===== src/include/vector_reduction_settings.svh =====
`ifndef VECTOR_REDUCTION_SETTINGS_SVH
`define VECTOR_REDUCTION_SETTINGS_SVH

// Vector register width
`define VR_VLEN 64

// Scalar seed and result width
`define VR_XLEN 32

// Element count at 8-bit width
`define VR_MAX_ELEMS 8

// Vector length field width
`define VR_VL_W 4

`endif


===== src/design/vector_reduction_pkg.sv =====
`include "vector_reduction_settings.svh"

package vector_reduction_pkg;

    typedef logic [`VR_VLEN-1:0]      vreg_t;
    typedef logic [`VR_XLEN-1:0]      scalar_t;
    typedef logic [`VR_MAX_ELEMS-1:0] elem_mask_t;
    typedef logic [`VR_VL_W-1:0]      vl_t;

    // One extended lane per element position
    typedef logic [`VR_MAX_ELEMS-1:0][`VR_XLEN-1:0] lanes_t;

    typedef enum logic [1:0] {
        EW8  = 2'd0,
        EW16 = 2'd1,
        EW32 = 2'd2
    } sew_e;

    typedef enum logic [2:0] {
        VREDSUM  = 3'd0,
        VREDAND  = 3'd1,
        VREDOR   = 3'd2,
        VREDXOR  = 3'd3,
        VREDMIN  = 3'd4,
        VREDMINU = 3'd5,
        VREDMAX  = 3'd6,
        VREDMAXU = 3'd7
    } red_op_e;

    // ******************************
    // Reduction helpers
    // ******************************

    // Identities hold in the extended lane domain for every element width
    function automatic scalar_t red_identity(input red_op_e op);
        case (op)
            VREDAND, VREDMINU: return '1;
            VREDMIN:           return {1'b0, {(`VR_XLEN-1){1'b1}}};
            VREDMAX:           return {1'b1, {(`VR_XLEN-1){1'b0}}};
            default:           return '0;
        endcase
    endfunction

    function automatic scalar_t red_combine(input red_op_e op, input scalar_t a,
                                            input scalar_t b);
        case (op)
            VREDSUM:  return a + b;
            VREDAND:  return a & b;
            VREDOR:   return a | b;
            VREDXOR:  return a ^ b;
            VREDMIN:  return ($signed(a) < $signed(b)) ? a : b;
            VREDMINU: return (a < b) ? a : b;
            VREDMAX:  return ($signed(a) > $signed(b)) ? a : b;
            default:  return (a > b) ? a : b;
        endcase
    endfunction

    // Balanced pairwise tree, seed joins at the root
    function automatic scalar_t red_fold(input red_op_e op, input lanes_t lanes,
                                         input elem_mask_t act, input scalar_t seed);
        lanes_t acc;
        for (int i = 0; i < `VR_MAX_ELEMS; i++) begin
            acc[i] = act[i] ? lanes[i] : red_identity(op);
        end
        for (int step = 1; step < `VR_MAX_ELEMS; step = step * 2) begin
            for (int i = 0; i < `VR_MAX_ELEMS; i = i + 2 * step) begin
                acc[i] = red_combine(op, acc[i], acc[i+step]);
            end
        end
        return red_combine(op, seed, acc[0]);
    endfunction

    // Truncate to the element width, then zero-extend
    function automatic scalar_t pick_width(input sew_e sew, input scalar_t r8,
                                           input scalar_t r16, input scalar_t r32);
        case (sew)
            EW8:     return {{(`VR_XLEN-8){1'b0}}, r8[7:0]};
            EW16:    return {{(`VR_XLEN-16){1'b0}}, r16[15:0]};
            default: return r32;
        endcase
    endfunction

endpackage


===== src/design/red_operand_if.sv =====
interface red_operand_if;
    import vector_reduction_pkg::*;

    // Vector operand and seed
    vreg_t      vreg;
    scalar_t    scalar;
    sew_e       sew;

    // Agreed set of active element positions
    elem_mask_t active;

    modport producer (
        output vreg,
        output scalar,
        output sew,
        output active
    );

    modport consumer (
        input vreg,
        input scalar,
        input sew,
        input active
    );

endinterface


===== src/design/red_result_if.sv =====
interface red_result_if;
    import vector_reduction_pkg::*;

    scalar_t red_sum;
    scalar_t red_and;
    scalar_t red_or;
    scalar_t red_xor;
    scalar_t red_min;
    scalar_t red_minu;
    scalar_t red_max;
    scalar_t red_maxu;

    modport arith (
        output red_sum, red_min, red_minu, red_max, red_maxu
    );

    modport logical (
        output red_and, red_or, red_xor
    );

    modport select (
        input red_sum, red_and, red_or, red_xor,
        input red_min, red_minu, red_max, red_maxu
    );

endinterface


===== src/design/red_element_mask.sv =====
`include "vector_reduction_settings.svh"

module red_element_mask (
    input  vector_reduction_pkg::sew_e       sew_i,
    input  vector_reduction_pkg::vreg_t      vreg_i,
    input  vector_reduction_pkg::scalar_t    scalar_i,
    input  vector_reduction_pkg::vl_t        vl_i,
    input  logic                             vm_i,
    input  vector_reduction_pkg::elem_mask_t mask_i,
    red_operand_if.producer                  opnd
);
    import vector_reduction_pkg::*;

    vl_t elem_limit;
    vl_t eff_vl;

    // Element count at the current width
    always_comb begin
        case (sew_i)
            EW8:     elem_limit = vl_t'(`VR_MAX_ELEMS);
            EW16:    elem_limit = vl_t'(`VR_MAX_ELEMS / 2);
            default: elem_limit = vl_t'(`VR_MAX_ELEMS / 4);
        endcase
    end

    // Long vector lengths take every element
    assign eff_vl = (vl_i > elem_limit) ? elem_limit : vl_i;

    always_comb begin
        for (int i = 0; i < `VR_MAX_ELEMS; i++) begin
            opnd.active[i] = (vl_t'(i) < eff_vl) && (vm_i || mask_i[i]);
        end
    end

    assign opnd.vreg   = vreg_i;
    assign opnd.scalar = scalar_i;
    assign opnd.sew    = sew_i;

endmodule


===== src/design/red_arith_tree.sv =====
`include "vector_reduction_settings.svh"

module red_arith_tree (
    red_operand_if.consumer opnd,
    red_result_if.arith     res
);
    import vector_reduction_pkg::*;

    // Per-width results, index 0/1/2 for 8/16/32 bits
    scalar_t sum_w  [3];
    scalar_t min_w  [3];
    scalar_t minu_w [3];
    scalar_t max_w  [3];
    scalar_t maxu_w [3];

    // ******************************
    // Element split per width
    // ******************************
    for (genvar g = 0; g < 3; g++) begin : g_width
        localparam int EW = 8 << g;
        localparam int NE = `VR_MAX_ELEMS >> g;

        lanes_t     lane_z;
        lanes_t     lane_s;
        elem_mask_t act;
        scalar_t    seed_z;
        scalar_t    seed_s;

        // Signed ops see sign-extended lanes, the rest zero-extended
        always_comb begin
            lane_z = '0;
            lane_s = '0;
            act    = '0;
            for (int i = 0; i < NE; i++) begin
                lane_z[i] = scalar_t'(opnd.vreg[i*EW +: EW]);
                lane_s[i] = scalar_t'($signed(opnd.vreg[i*EW +: EW]));
                act[i]    = opnd.active[i];
            end
        end

        assign seed_z = scalar_t'(opnd.scalar[EW-1:0]);
        assign seed_s = scalar_t'($signed(opnd.scalar[EW-1:0]));

        assign sum_w[g]  = red_fold(VREDSUM,  lane_z, act, seed_z);
        assign min_w[g]  = red_fold(VREDMIN,  lane_s, act, seed_s);
        assign minu_w[g] = red_fold(VREDMINU, lane_z, act, seed_z);
        assign max_w[g]  = red_fold(VREDMAX,  lane_s, act, seed_s);
        assign maxu_w[g] = red_fold(VREDMAXU, lane_z, act, seed_z);
    end

    // ******************************
    // Width select
    // ******************************
    assign res.red_sum  = pick_width(opnd.sew, sum_w[0], sum_w[1], sum_w[2]);
    assign res.red_min  = pick_width(opnd.sew, min_w[0], min_w[1], min_w[2]);
    assign res.red_minu = pick_width(opnd.sew, minu_w[0], minu_w[1], minu_w[2]);
    assign res.red_max  = pick_width(opnd.sew, max_w[0], max_w[1], max_w[2]);
    assign res.red_maxu = pick_width(opnd.sew, maxu_w[0], maxu_w[1], maxu_w[2]);

endmodule


===== src/design/red_logic_tree.sv =====
`include "vector_reduction_settings.svh"

module red_logic_tree (
    red_operand_if.consumer opnd,
    red_result_if.logical   res
);
    import vector_reduction_pkg::*;

    scalar_t and_w [3];
    scalar_t or_w  [3];
    scalar_t xor_w [3];

    // ******************************
    // Element split per width
    // ******************************
    for (genvar g = 0; g < 3; g++) begin : g_width
        localparam int EW = 8 << g;
        localparam int NE = `VR_MAX_ELEMS >> g;

        lanes_t     lane_z;
        elem_mask_t act;
        scalar_t    seed_z;

        // Bitwise ops only need zero-extended lanes
        always_comb begin
            lane_z = '0;
            act    = '0;
            for (int i = 0; i < NE; i++) begin
                lane_z[i] = scalar_t'(opnd.vreg[i*EW +: EW]);
                act[i]    = opnd.active[i];
            end
        end

        assign seed_z = scalar_t'(opnd.scalar[EW-1:0]);

        assign and_w[g] = red_fold(VREDAND, lane_z, act, seed_z);
        assign or_w[g]  = red_fold(VREDOR,  lane_z, act, seed_z);
        assign xor_w[g] = red_fold(VREDXOR, lane_z, act, seed_z);
    end

    // All-ones identity is trimmed back to the element width here
    assign res.red_and = pick_width(opnd.sew, and_w[0], and_w[1], and_w[2]);
    assign res.red_or  = pick_width(opnd.sew, or_w[0], or_w[1], or_w[2]);
    assign res.red_xor = pick_width(opnd.sew, xor_w[0], xor_w[1], xor_w[2]);

endmodule


===== src/design/red_result_select.sv =====
module red_result_select (
    input  logic                             clk,
    input  logic                             reset_n,
    input  logic                             enable_i,
    input  vector_reduction_pkg::red_op_e    op_i,
    red_result_if.select                     res,
    output vector_reduction_pkg::scalar_t    result_o,
    output logic                             valid_o
);
    import vector_reduction_pkg::*;

    scalar_t result_sel;

    // Operation mux, and as the fallback
    always_comb begin
        case (op_i)
            VREDSUM:  result_sel = res.red_sum;
            VREDOR:   result_sel = res.red_or;
            VREDXOR:  result_sel = res.red_xor;
            VREDMIN:  result_sel = res.red_min;
            VREDMINU: result_sel = res.red_minu;
            VREDMAX:  result_sel = res.red_max;
            VREDMAXU: result_sel = res.red_maxu;
            default:  result_sel = res.red_and;
        endcase
    end

    // ******************************
    // Output register
    // ******************************
    always_ff @(posedge clk or negedge reset_n) begin
        if (!reset_n) begin
            result_o <= '0;
            valid_o  <= 1'b0;
        end else begin
            // One pulse per enable
            valid_o <= enable_i;
            if (enable_i) begin
                result_o <= result_sel;
            end
        end
    end

endmodule


===== src/design/vector_reduction.sv =====
module vector_reduction (
    input  logic                             clk,
    input  logic                             reset_n,
    input  logic                             enable_i,
    input  vector_reduction_pkg::red_op_e    op_i,
    input  vector_reduction_pkg::sew_e       sew_i,
    input  vector_reduction_pkg::vreg_t      vreg_i,
    input  vector_reduction_pkg::scalar_t    scalar_i,
    input  vector_reduction_pkg::vl_t        vl_i,
    input  logic                             vm_i,
    input  vector_reduction_pkg::elem_mask_t mask_i,
    output vector_reduction_pkg::scalar_t    result_o,
    output logic                             valid_o
);

    red_operand_if opnd_if ();
    red_result_if  res_if ();

    // ******************************
    // Operand qualification
    // ******************************
    red_element_mask element_mask_inst (
        .sew_i    (sew_i),
        .vreg_i   (vreg_i),
        .scalar_i (scalar_i),
        .vl_i     (vl_i),
        .vm_i     (vm_i),
        .mask_i   (mask_i),
        .opnd     (opnd_if.producer)
    );

    // ******************************
    // Reduction trees
    // ******************************
    red_arith_tree arith_tree_inst (
        .opnd (opnd_if.consumer),
        .res  (res_if.arith)
    );

    red_logic_tree logic_tree_inst (
        .opnd (opnd_if.consumer),
        .res  (res_if.logical)
    );

    // Registered result with valid pulse
    red_result_select result_select_inst (
        .clk      (clk),
        .reset_n  (reset_n),
        .enable_i (enable_i),
        .op_i     (op_i),
        .res      (res_if.select),
        .result_o (result_o),
        .valid_o  (valid_o)
    );

endmodule


===== config.mk =====
export PLATFORM = sky130hd
export DESIGN_NAME = vector_reduction
export DESIGN_NICKNAME = d
export VERILOG_FILES = /design/src/design/vector_reduction_pkg.sv /design/src/design/red_operand_if.sv /design/src/design/red_result_if.sv /design/src/design/red_element_mask.sv /design/src/design/red_arith_tree.sv /design/src/design/red_logic_tree.sv /design/src/design/red_result_select.sv /design/src/design/vector_reduction.sv
export VERILOG_INCLUDE_DIRS = /design/src /design/src/include
export SDC_FILE = /design/constraint.sdc
export NUM_CORES = 2
export LEC_CHECK = 0
export ABC_CLOCK_PERIOD_IN_PS = 2100
export BUFFER_PORTS_ARGS = -buffer_cell sky130_fd_sc_hd__buf_2
export CAP_MARGIN = 15
export CORE_MARGIN = 2
export CORE_UTILIZATION = 50
export DETAILED_ROUTE_END_ITERATION = 8
export GPL_TIMING_DRIVEN = 0
export MAX_ROUTING_LAYER = met4
export PLACE_DENSITY_LB_ADDON = 0.3
export SYNTH_ARGS = -nofsm -noshare
export SYNTH_HDL_FRONTEND = slang
export SYNTH_HIERARCHICAL = 1
export SYNTH_SLANG_ARGS = --single-unit

===== constraint.sdc =====
create_clock -name clk -period 2.1 [get_ports clk]
set_input_delay 0.21 -clock clk [delete_from_list [all_inputs] [get_ports clk]]
set_output_delay 0.21 -clock clk [all_outputs]
set_load 0.1 [all_outputs]

**Yosys cells after proc, flatten, opt, wreduce, memory -nomap -nowiden**

Cells that the tools add are included.

- Bits of input ports: 117
- Memories: 0
- Latch bits: 0
- Bits in writable memories: 0
- Logic and storage cells: 295
- Bits in registers: 33
- Output and inout bits: 33
- Bits in read-only memories: 0

- Bitwise gates (word level): 42
- Div/mod/pow operators: 0
- Eq/ne operators: 7
- Muxes and demuxes: 135
- Reductions and logical operators: 18
- Multipliers: 0
- Shift operators: 0
- $add $sub $neg: 14
- Magnitude comparators: 77

Operators by type and width:

| operator | count |
|---|---|
| 32-bit 2-to-1 mux | 104 |
| 32-bit > comparator | 24 |
| 32-bit less-than comparator | 24 |
| 32-bit case mux with 2 select lines | 8 |
| 32-bit case mux with 7 select lines | 1 |
| 32-bit less-than comparator, second input constant | 6 |
| 16-bit 2-to-1 mux | 8 |
| 32-bit by 1-bit > comparator with 1-bit output, second input constant | 3 |
| 32-bit > comparator, second input constant | 3 |
| 8-bit 2-to-1 mux | 12 |
| 16-bit adder | 4 |
| 32-bit adder | 2 |
| 8-bit adder | 8 |
| 16-bit bitwise AND | 4 |
| 32-bit bitwise AND | 2 |
| 8-bit bitwise AND | 8 |
| 16-bit by 32-bit > comparator with 1-bit output | 2 |
| 8-bit by 32-bit > comparator with 1-bit output | 2 |
| 16-bit by 32-bit less-than comparator with 1-bit output | 2 |
| 8-bit by 32-bit less-than comparator with 1-bit output | 2 |
| 16-bit bitwise OR | 4 |
| 32-bit bitwise OR | 2 |
| 8-bit bitwise OR | 8 |
| 16-bit bitwise XOR | 4 |
| 15 further kinds | 46 |

**Longest topological paths before layout**

- Depth after elaboration: 17
- Gate-level depth with buffers: 58
- Gate-level depth less buffers: 54

**Cells and area by module**

The synthesis kept the hierarchy.

By module, submodules not included:

| module | seq. area each (um2) | area each (um2) | times used | cells each |
|---|---|---|---|---|
| red_arith_tree | 0.0 | 31495.2 | 1 | 4412 |
| red_logic_tree | 0.0 | 4769.6 | 1 | 698 |
| red_result_select | 825.8 | 3419.5 | 1 | 437 |
| red_element_mask | 0.0 | 1008.5 | 1 | 140 |

**Worst setup path after synthesis**

OpenSTA, ideal clock, no wires.

- Path kind: in2reg
- From: input sew_i[0]
- To: register result_select_inst.result_o[3]
- Arrival time: 11883 ps
- Library setup time: 135 ps
- Path buffers: 4
- Path slack: -9919 ps
- Required time: 1965 ps
- Stages on the path: 54
- Path through: or2_2 -> ha_1 -> and4b_1 -> a211oi_4 -> nor3_2 -> a21oi_1 -> clkbuf_1 -> inv_1 -> nor2_1 -> inv_1 -> ha_1 -> and2_1 -> o32ai_1 -> o21ai_0 -> a31oi_2 -> clkbuf_1 -> a21oi_1 -> ha_1 -> (+18 left out) -> clkbuf_1 -> a31oi_1 -> ha_1 -> nor2b_1 -> o21a_1 -> o21a_1 -> o21a_1 -> o21a_1 -> o21a_1 -> o21a_1 -> o41ai_1 -> o21ai_0 -> a31oi_1 -> o21ai_1 -> mux2i_1 -> a211oi_1 -> a221oi_1 -> o22ai_1

- Word-level cells in the longest chain between the ends: 17
- Elaborated cells between the ends (all ways): 278
- Those cells by class: add/sub: 14; order compare: 77; eq/ne: 1; mux: 135; bitwise: 42; reduce/logical: 9

Ends and longest elaborated chain:

| item | RTL line | text |
|---|---|---|
| start: declaration | vector_reduction.sv:6 | `input vector_reduction_pkg::sew_e sew_i,` |
| 2-bit by 1-bit == test with 1-bit output or 2-bit logical NOT (tied branches) | red_element_mask.sv:19 | `case (sew_i)` |
| 4-bit case mux with 2 select lines * | red_element_mask.sv:19 |  |
| 4-bit > comparator | red_element_mask.sv:27 | `assign eff_vl = (vl_i > elem_limit) ? elem_limit : vl_i;` |
| 4-bit 2-to-1 mux * | red_element_mask.sv:27 |  |
| 1-bit by 4-bit less-than comparator with 1-bit output * | red_element_mask.sv:31 | `opnd.active[i] = (vl_t'(i) < eff_vl) && (vm_i \|\| mask_i[i]);` |
| 1-bit logical AND * | red_element_mask.sv:31 |  |
| named net opnd_if.active[0] | red_operand_if.sv:10 | `elem_mask_t active;` |
| 32-bit 2-to-1 mux | vector_reduction_pkg.sv:63 | `acc[i] = act[i] ? lanes[i] : red_identity(op);` |
| (+3 left out) | - |  |
| 32-bit 2-to-1 mux | vector_reduction_pkg.sv:53 | `VREDMAX: return ($signed(a) > $signed(b)) ? a : b;` |
| 32-bit > comparator | vector_reduction_pkg.sv:53 |  |
| 32-bit 2-to-1 mux | vector_reduction_pkg.sv:53 |  |
| 32-bit > comparator (tied with other cells) | vector_reduction_pkg.sv:53 |  |
| 32-bit 2-to-1 mux (tied with other cells) | vector_reduction_pkg.sv:53 |  |
| 32-bit case mux with 2 select lines * | vector_reduction_pkg.sv:76 | `case (sew)` |
| named net res_if.red_max[3] | red_result_if.sv:10 | `scalar_t red_max;` |
| 32-bit case mux with 7 select lines * | red_result_select.sv:16 | `case (op_i)` |
| end signal: assignment | red_result_select.sv:39 | `result_o <= result_sel;` |
| end: declaration | red_result_select.sv:7 | `output vector_reduction_pkg::scalar_t result_o,` |

The timed path passes the listed nets; every way through them passes the cells marked *.
A chain may end at the register's enable or synchronous reset.

**Worst setup path after layout**

- From: input sew_i[1]
- To: register result_select_inst.result_o[3]

- Word-level cells in the longest chain between the ends: 17
- Elaborated cells between the ends (all ways): 278
- Those cells by class: add/sub: 14; order compare: 77; eq/ne: 1; mux: 135; bitwise: 42; reduce/logical: 9

Ends and longest elaborated chain:

| item | RTL line |
|---|---|
| 2-bit by 1-bit == test with 1-bit output or 2-bit logical NOT (tied branches) | red_element_mask.sv:19 |
| 4-bit case mux with 2 select lines * | red_element_mask.sv:19 |
| 4-bit > comparator | red_element_mask.sv:27 |
| 4-bit 2-to-1 mux * | red_element_mask.sv:27 |
| 2-bit by 4-bit less-than comparator with 1-bit output * | red_element_mask.sv:31 |
| 1-bit logical AND * | red_element_mask.sv:31 |
| named net opnd_if.active[3] | red_operand_if.sv:10 |
| 32-bit 2-to-1 mux | vector_reduction_pkg.sv:63 |
| (+3 left out) | - |
| 32-bit 2-to-1 mux | vector_reduction_pkg.sv:53 |
| 32-bit > comparator | vector_reduction_pkg.sv:53 |
| 32-bit 2-to-1 mux | vector_reduction_pkg.sv:53 |
| 16-bit by 32-bit > comparator with 1-bit output or 8-bit by 32-bit > comparator with 1-bit output (tied branches) | vector_reduction_pkg.sv:53 |
| 16-bit 2-to-1 mux or 8-bit 2-to-1 mux (tied branches) | vector_reduction_pkg.sv:53 |
| 32-bit case mux with 2 select lines * | vector_reduction_pkg.sv:76 |
| named net res_if.red_max[3] | red_result_if.sv:10 |
| 32-bit case mux with 7 select lines * | red_result_select.sv:16 |

Marked as above.

==> reports/results.ini <==
[setup_path]
cp_data_arrival_time_ns=11.52
endpoint_kind=register
required_ns=2.27
cp_max_fo=8
crit_slowest_cell=or4_4
cp-start-kind=input port
critPathMaxStageDelay_ns=0.44
crit_type=input port to register
crit_top_cell=o21a_1

[yosys]
synth_common_cells=ha_1, nand2_1, inv_1, nor2_1, a21oi_1
yosysWarnings=6
yosysMostFrequentCell=ha_1
synth_cell_types=116
synthTopCellsByArea=ha_1, mux2i_1, nand2_1
synth.cell_area_mm2=0.0407
yosysTopAreaCell=ha_1
postSynthCellCount=5687
synth_edf_count=0
ys_seq_area_share_pct=2.03
synthArstFlopShare_pct=100
synthFlopType=dfrtp_1
ys_ff_latch=33
synth_top_cell_area_share_pct=22.4
syn_avg_cell_area_um2=7.16
synth.net_count=6648

[power_and_ir_drop]
p_total_mw=53.0
power.leakage_nw=22.6
powerDensity_mw_per_mm2=1140
ir_drop_v=0.00358

[clock_tree]
clk_path_buf_depth=2
path_clk_slew_ns=0.07
htreeDepth=2
cts_buffers=5
clkLatencyLatePin_ns=0.30
clockRootBuffer=clkbuf_16
cts_num_sinks=33
cts_tree=done
postCtsHoldBufs=0

[place]
port_buffers=49
dp_hpwl_mm=182
dp_cells=6799
dpl_cell_area_mm2=0.0427
place_ws_ns=-11.76
gp_congestion=1.15

[final_layout]
multiInputGateArea_mm2=0.0381
design_area_mm2=0.0465
seq_area_um2=826
area_growth_pct=14.2
fin_nets=6831
fillers=7752
drive_gt1_share_pct=15.4
finalNonFillerCells=7012

[run]
maxCapViolations=0

[timing]
max_freq_mhz=88.1
slew_headroom_pct=11.0
period_share_pct=540
max_slew.worst_pin.slew_ns=1.34
setup_viol=32
finalSetupTns_ns=-242.51
finalClockSkew_ns=0
finalMaxSlewViolations=0
finalCriticalPeriod_ns=11.35
final-hold-violation-count=0
setup_ws_ns=-9.25
rsz0062_at_grt=yes

[floorplanning]
coreArea_mm2=0.0805
start_util_pct=50.5
pin_count=150
die_w_um=289
dieHeight_um=289
num_rows=104
die_area_mm2=0.0837

[min_path]
hold_class=input port to asynchronous set/reset pin

[route]
drt_wl_total_mm=238
first_pass_iters=8
avgRoutedWirePerCell_um=34.0
dr_total_vias=48700
drc=0
ant_nets=0
via_per_inst=6.95
drtIter0Drc=7011

[global_route]
antenna_found_initial=34
gr-usage-all-layers_pct=57.3
grt_pass1_vias=44400
grt_max_degree=34
overflow=0
grt_pass1_wl_mm=330

[outcome]
violations=negative setup slack
outcome=finished with violations

final cells by class:
class / count / share of cell area (%)
Multi-Input combinational cell: 4781 / 81.9
Buffer: 360 / 5.48
Inverter: 511 / 4.19
Timing Repair Buffer: 178 / 2.95
Tap cell: 1060 / 2.85
Sequential cell: 33 / 1.78
Antenna cell: 81 / 0.436
Clock buffer: 5 / 0.269
Clock inverter: 3 / 0.140
routing by layer:
metal,GRT usage (%),share of wire (%),up-vias
li1,-,-,20900
met3,29.8,17,1060
met1,67.9,37,23100
met4,40.6,8.9,0
met2,72.9,37,3734
met5,-,0,-
final timing paths:
check / slack [ns] / from / end / depth (start not counted)
worst min register to register: 0.54 / result_select_inst/result_o[27] / result_select_inst/result_o[27] / 2
worst min-delay path: 0.05 / reset_n / result_select_inst/result_o[11] / 1
worst max-delay path: -9.25 / sew_i[1] / result_select_inst/result_o[3] / 58
max in group asynchronous: 1.44 / reset_n / result_select_inst/result_o[5] / 1
worst max register to register: 1.24 / result_select_inst/result_o[8] / result_select_inst/result_o[8] / 2
min in group clk: 0.16 / enable_i / result_select_inst/valid_o / 1
critical path: cells and delay by family:
family	cells	cell delay, ns
adders and majority gates	5	1.21
and+or+nand+nor	11	2.21
AOI/OAI and AO/OA	29	5.43
buffers and inverters	9	1.31
muxes	4	1.09
per-stage QoR:
stage | util, % | hold WS [ns]
2_1_floorplan | - | -0.0856
3_3_place_gp | 53.0 | 0.380
3_5_place_dp | 53.0 | 0.372
4_1_cts | 56.5 | 0.0492
5_1_grt | 57.7 | 0.0882
6_report | 57.7 | 0.0484
layout by cell type, fill, tap and decap left out, types with 34 or more instances in the layout:
cell type,count
a31oi_1,63
clkbuf_1,79
inv_1,481
o21ai_1,45
buf_4,240
nand2b_1,166
o22ai_1,91
ha_1,709
and2_1,34
nor2_1,424
nand3_1,103
nand2_1,642
xnor2_1,94
xor2_1,53
buf_2,89
a21oi_1,345
mux2_2,48
fa_1,117
a211oi_1,85
nand4_1,78
nor3_1,96
mux2i_1,277
o21a_1,79
o21ai_0,266
nor2b_1,57
a21o_1,158
diode_2,81
registers in the layout (all words and copies together), names as in the netlist:
register	count
result_select_inst/valid_o	1
result_select_inst/result_o	32
timing repair:
action,in CTS,in global routing
gates cloned,2,1
resized for setup,458,147
pin swaps,64,51
hold endpoints to repair,0,0
endpoints found under the setup margin,32,32
setup buffers,93,31
where the power goes:
group	switching (mW)	total (mW)	internal, mW
combinational	31.6	51.1	19.6
clock	0.371	1.05	0.680
sequential	0.101	0.865	0.763
total	32.0	53.0	21.0
cells by family (layout without fill, tap and decap cells):
| family | after synthesis | count (layout) | synth area share (%) |
|---|---|---|---|
| AO/OA/AOI/OAI | 1591 | 1591 | 26.0 |
| XOR/XNOR | 163 | 163 | 4.01 |
| adder cells (fa/ha/maj) | 845 | 845 | 28.1 |
| buffers and inverters | 873 | 1057 | 9.56 |
| flip-flops | 33 | 33 | 2.03 |
| multiplexers | 394 | 394 | 9.89 |
| other | 0 | 81 | 0 |
| AND/OR/NAND/NOR | 1788 | 1788 | 20.3 |
(Power assumes the default switching activity.)
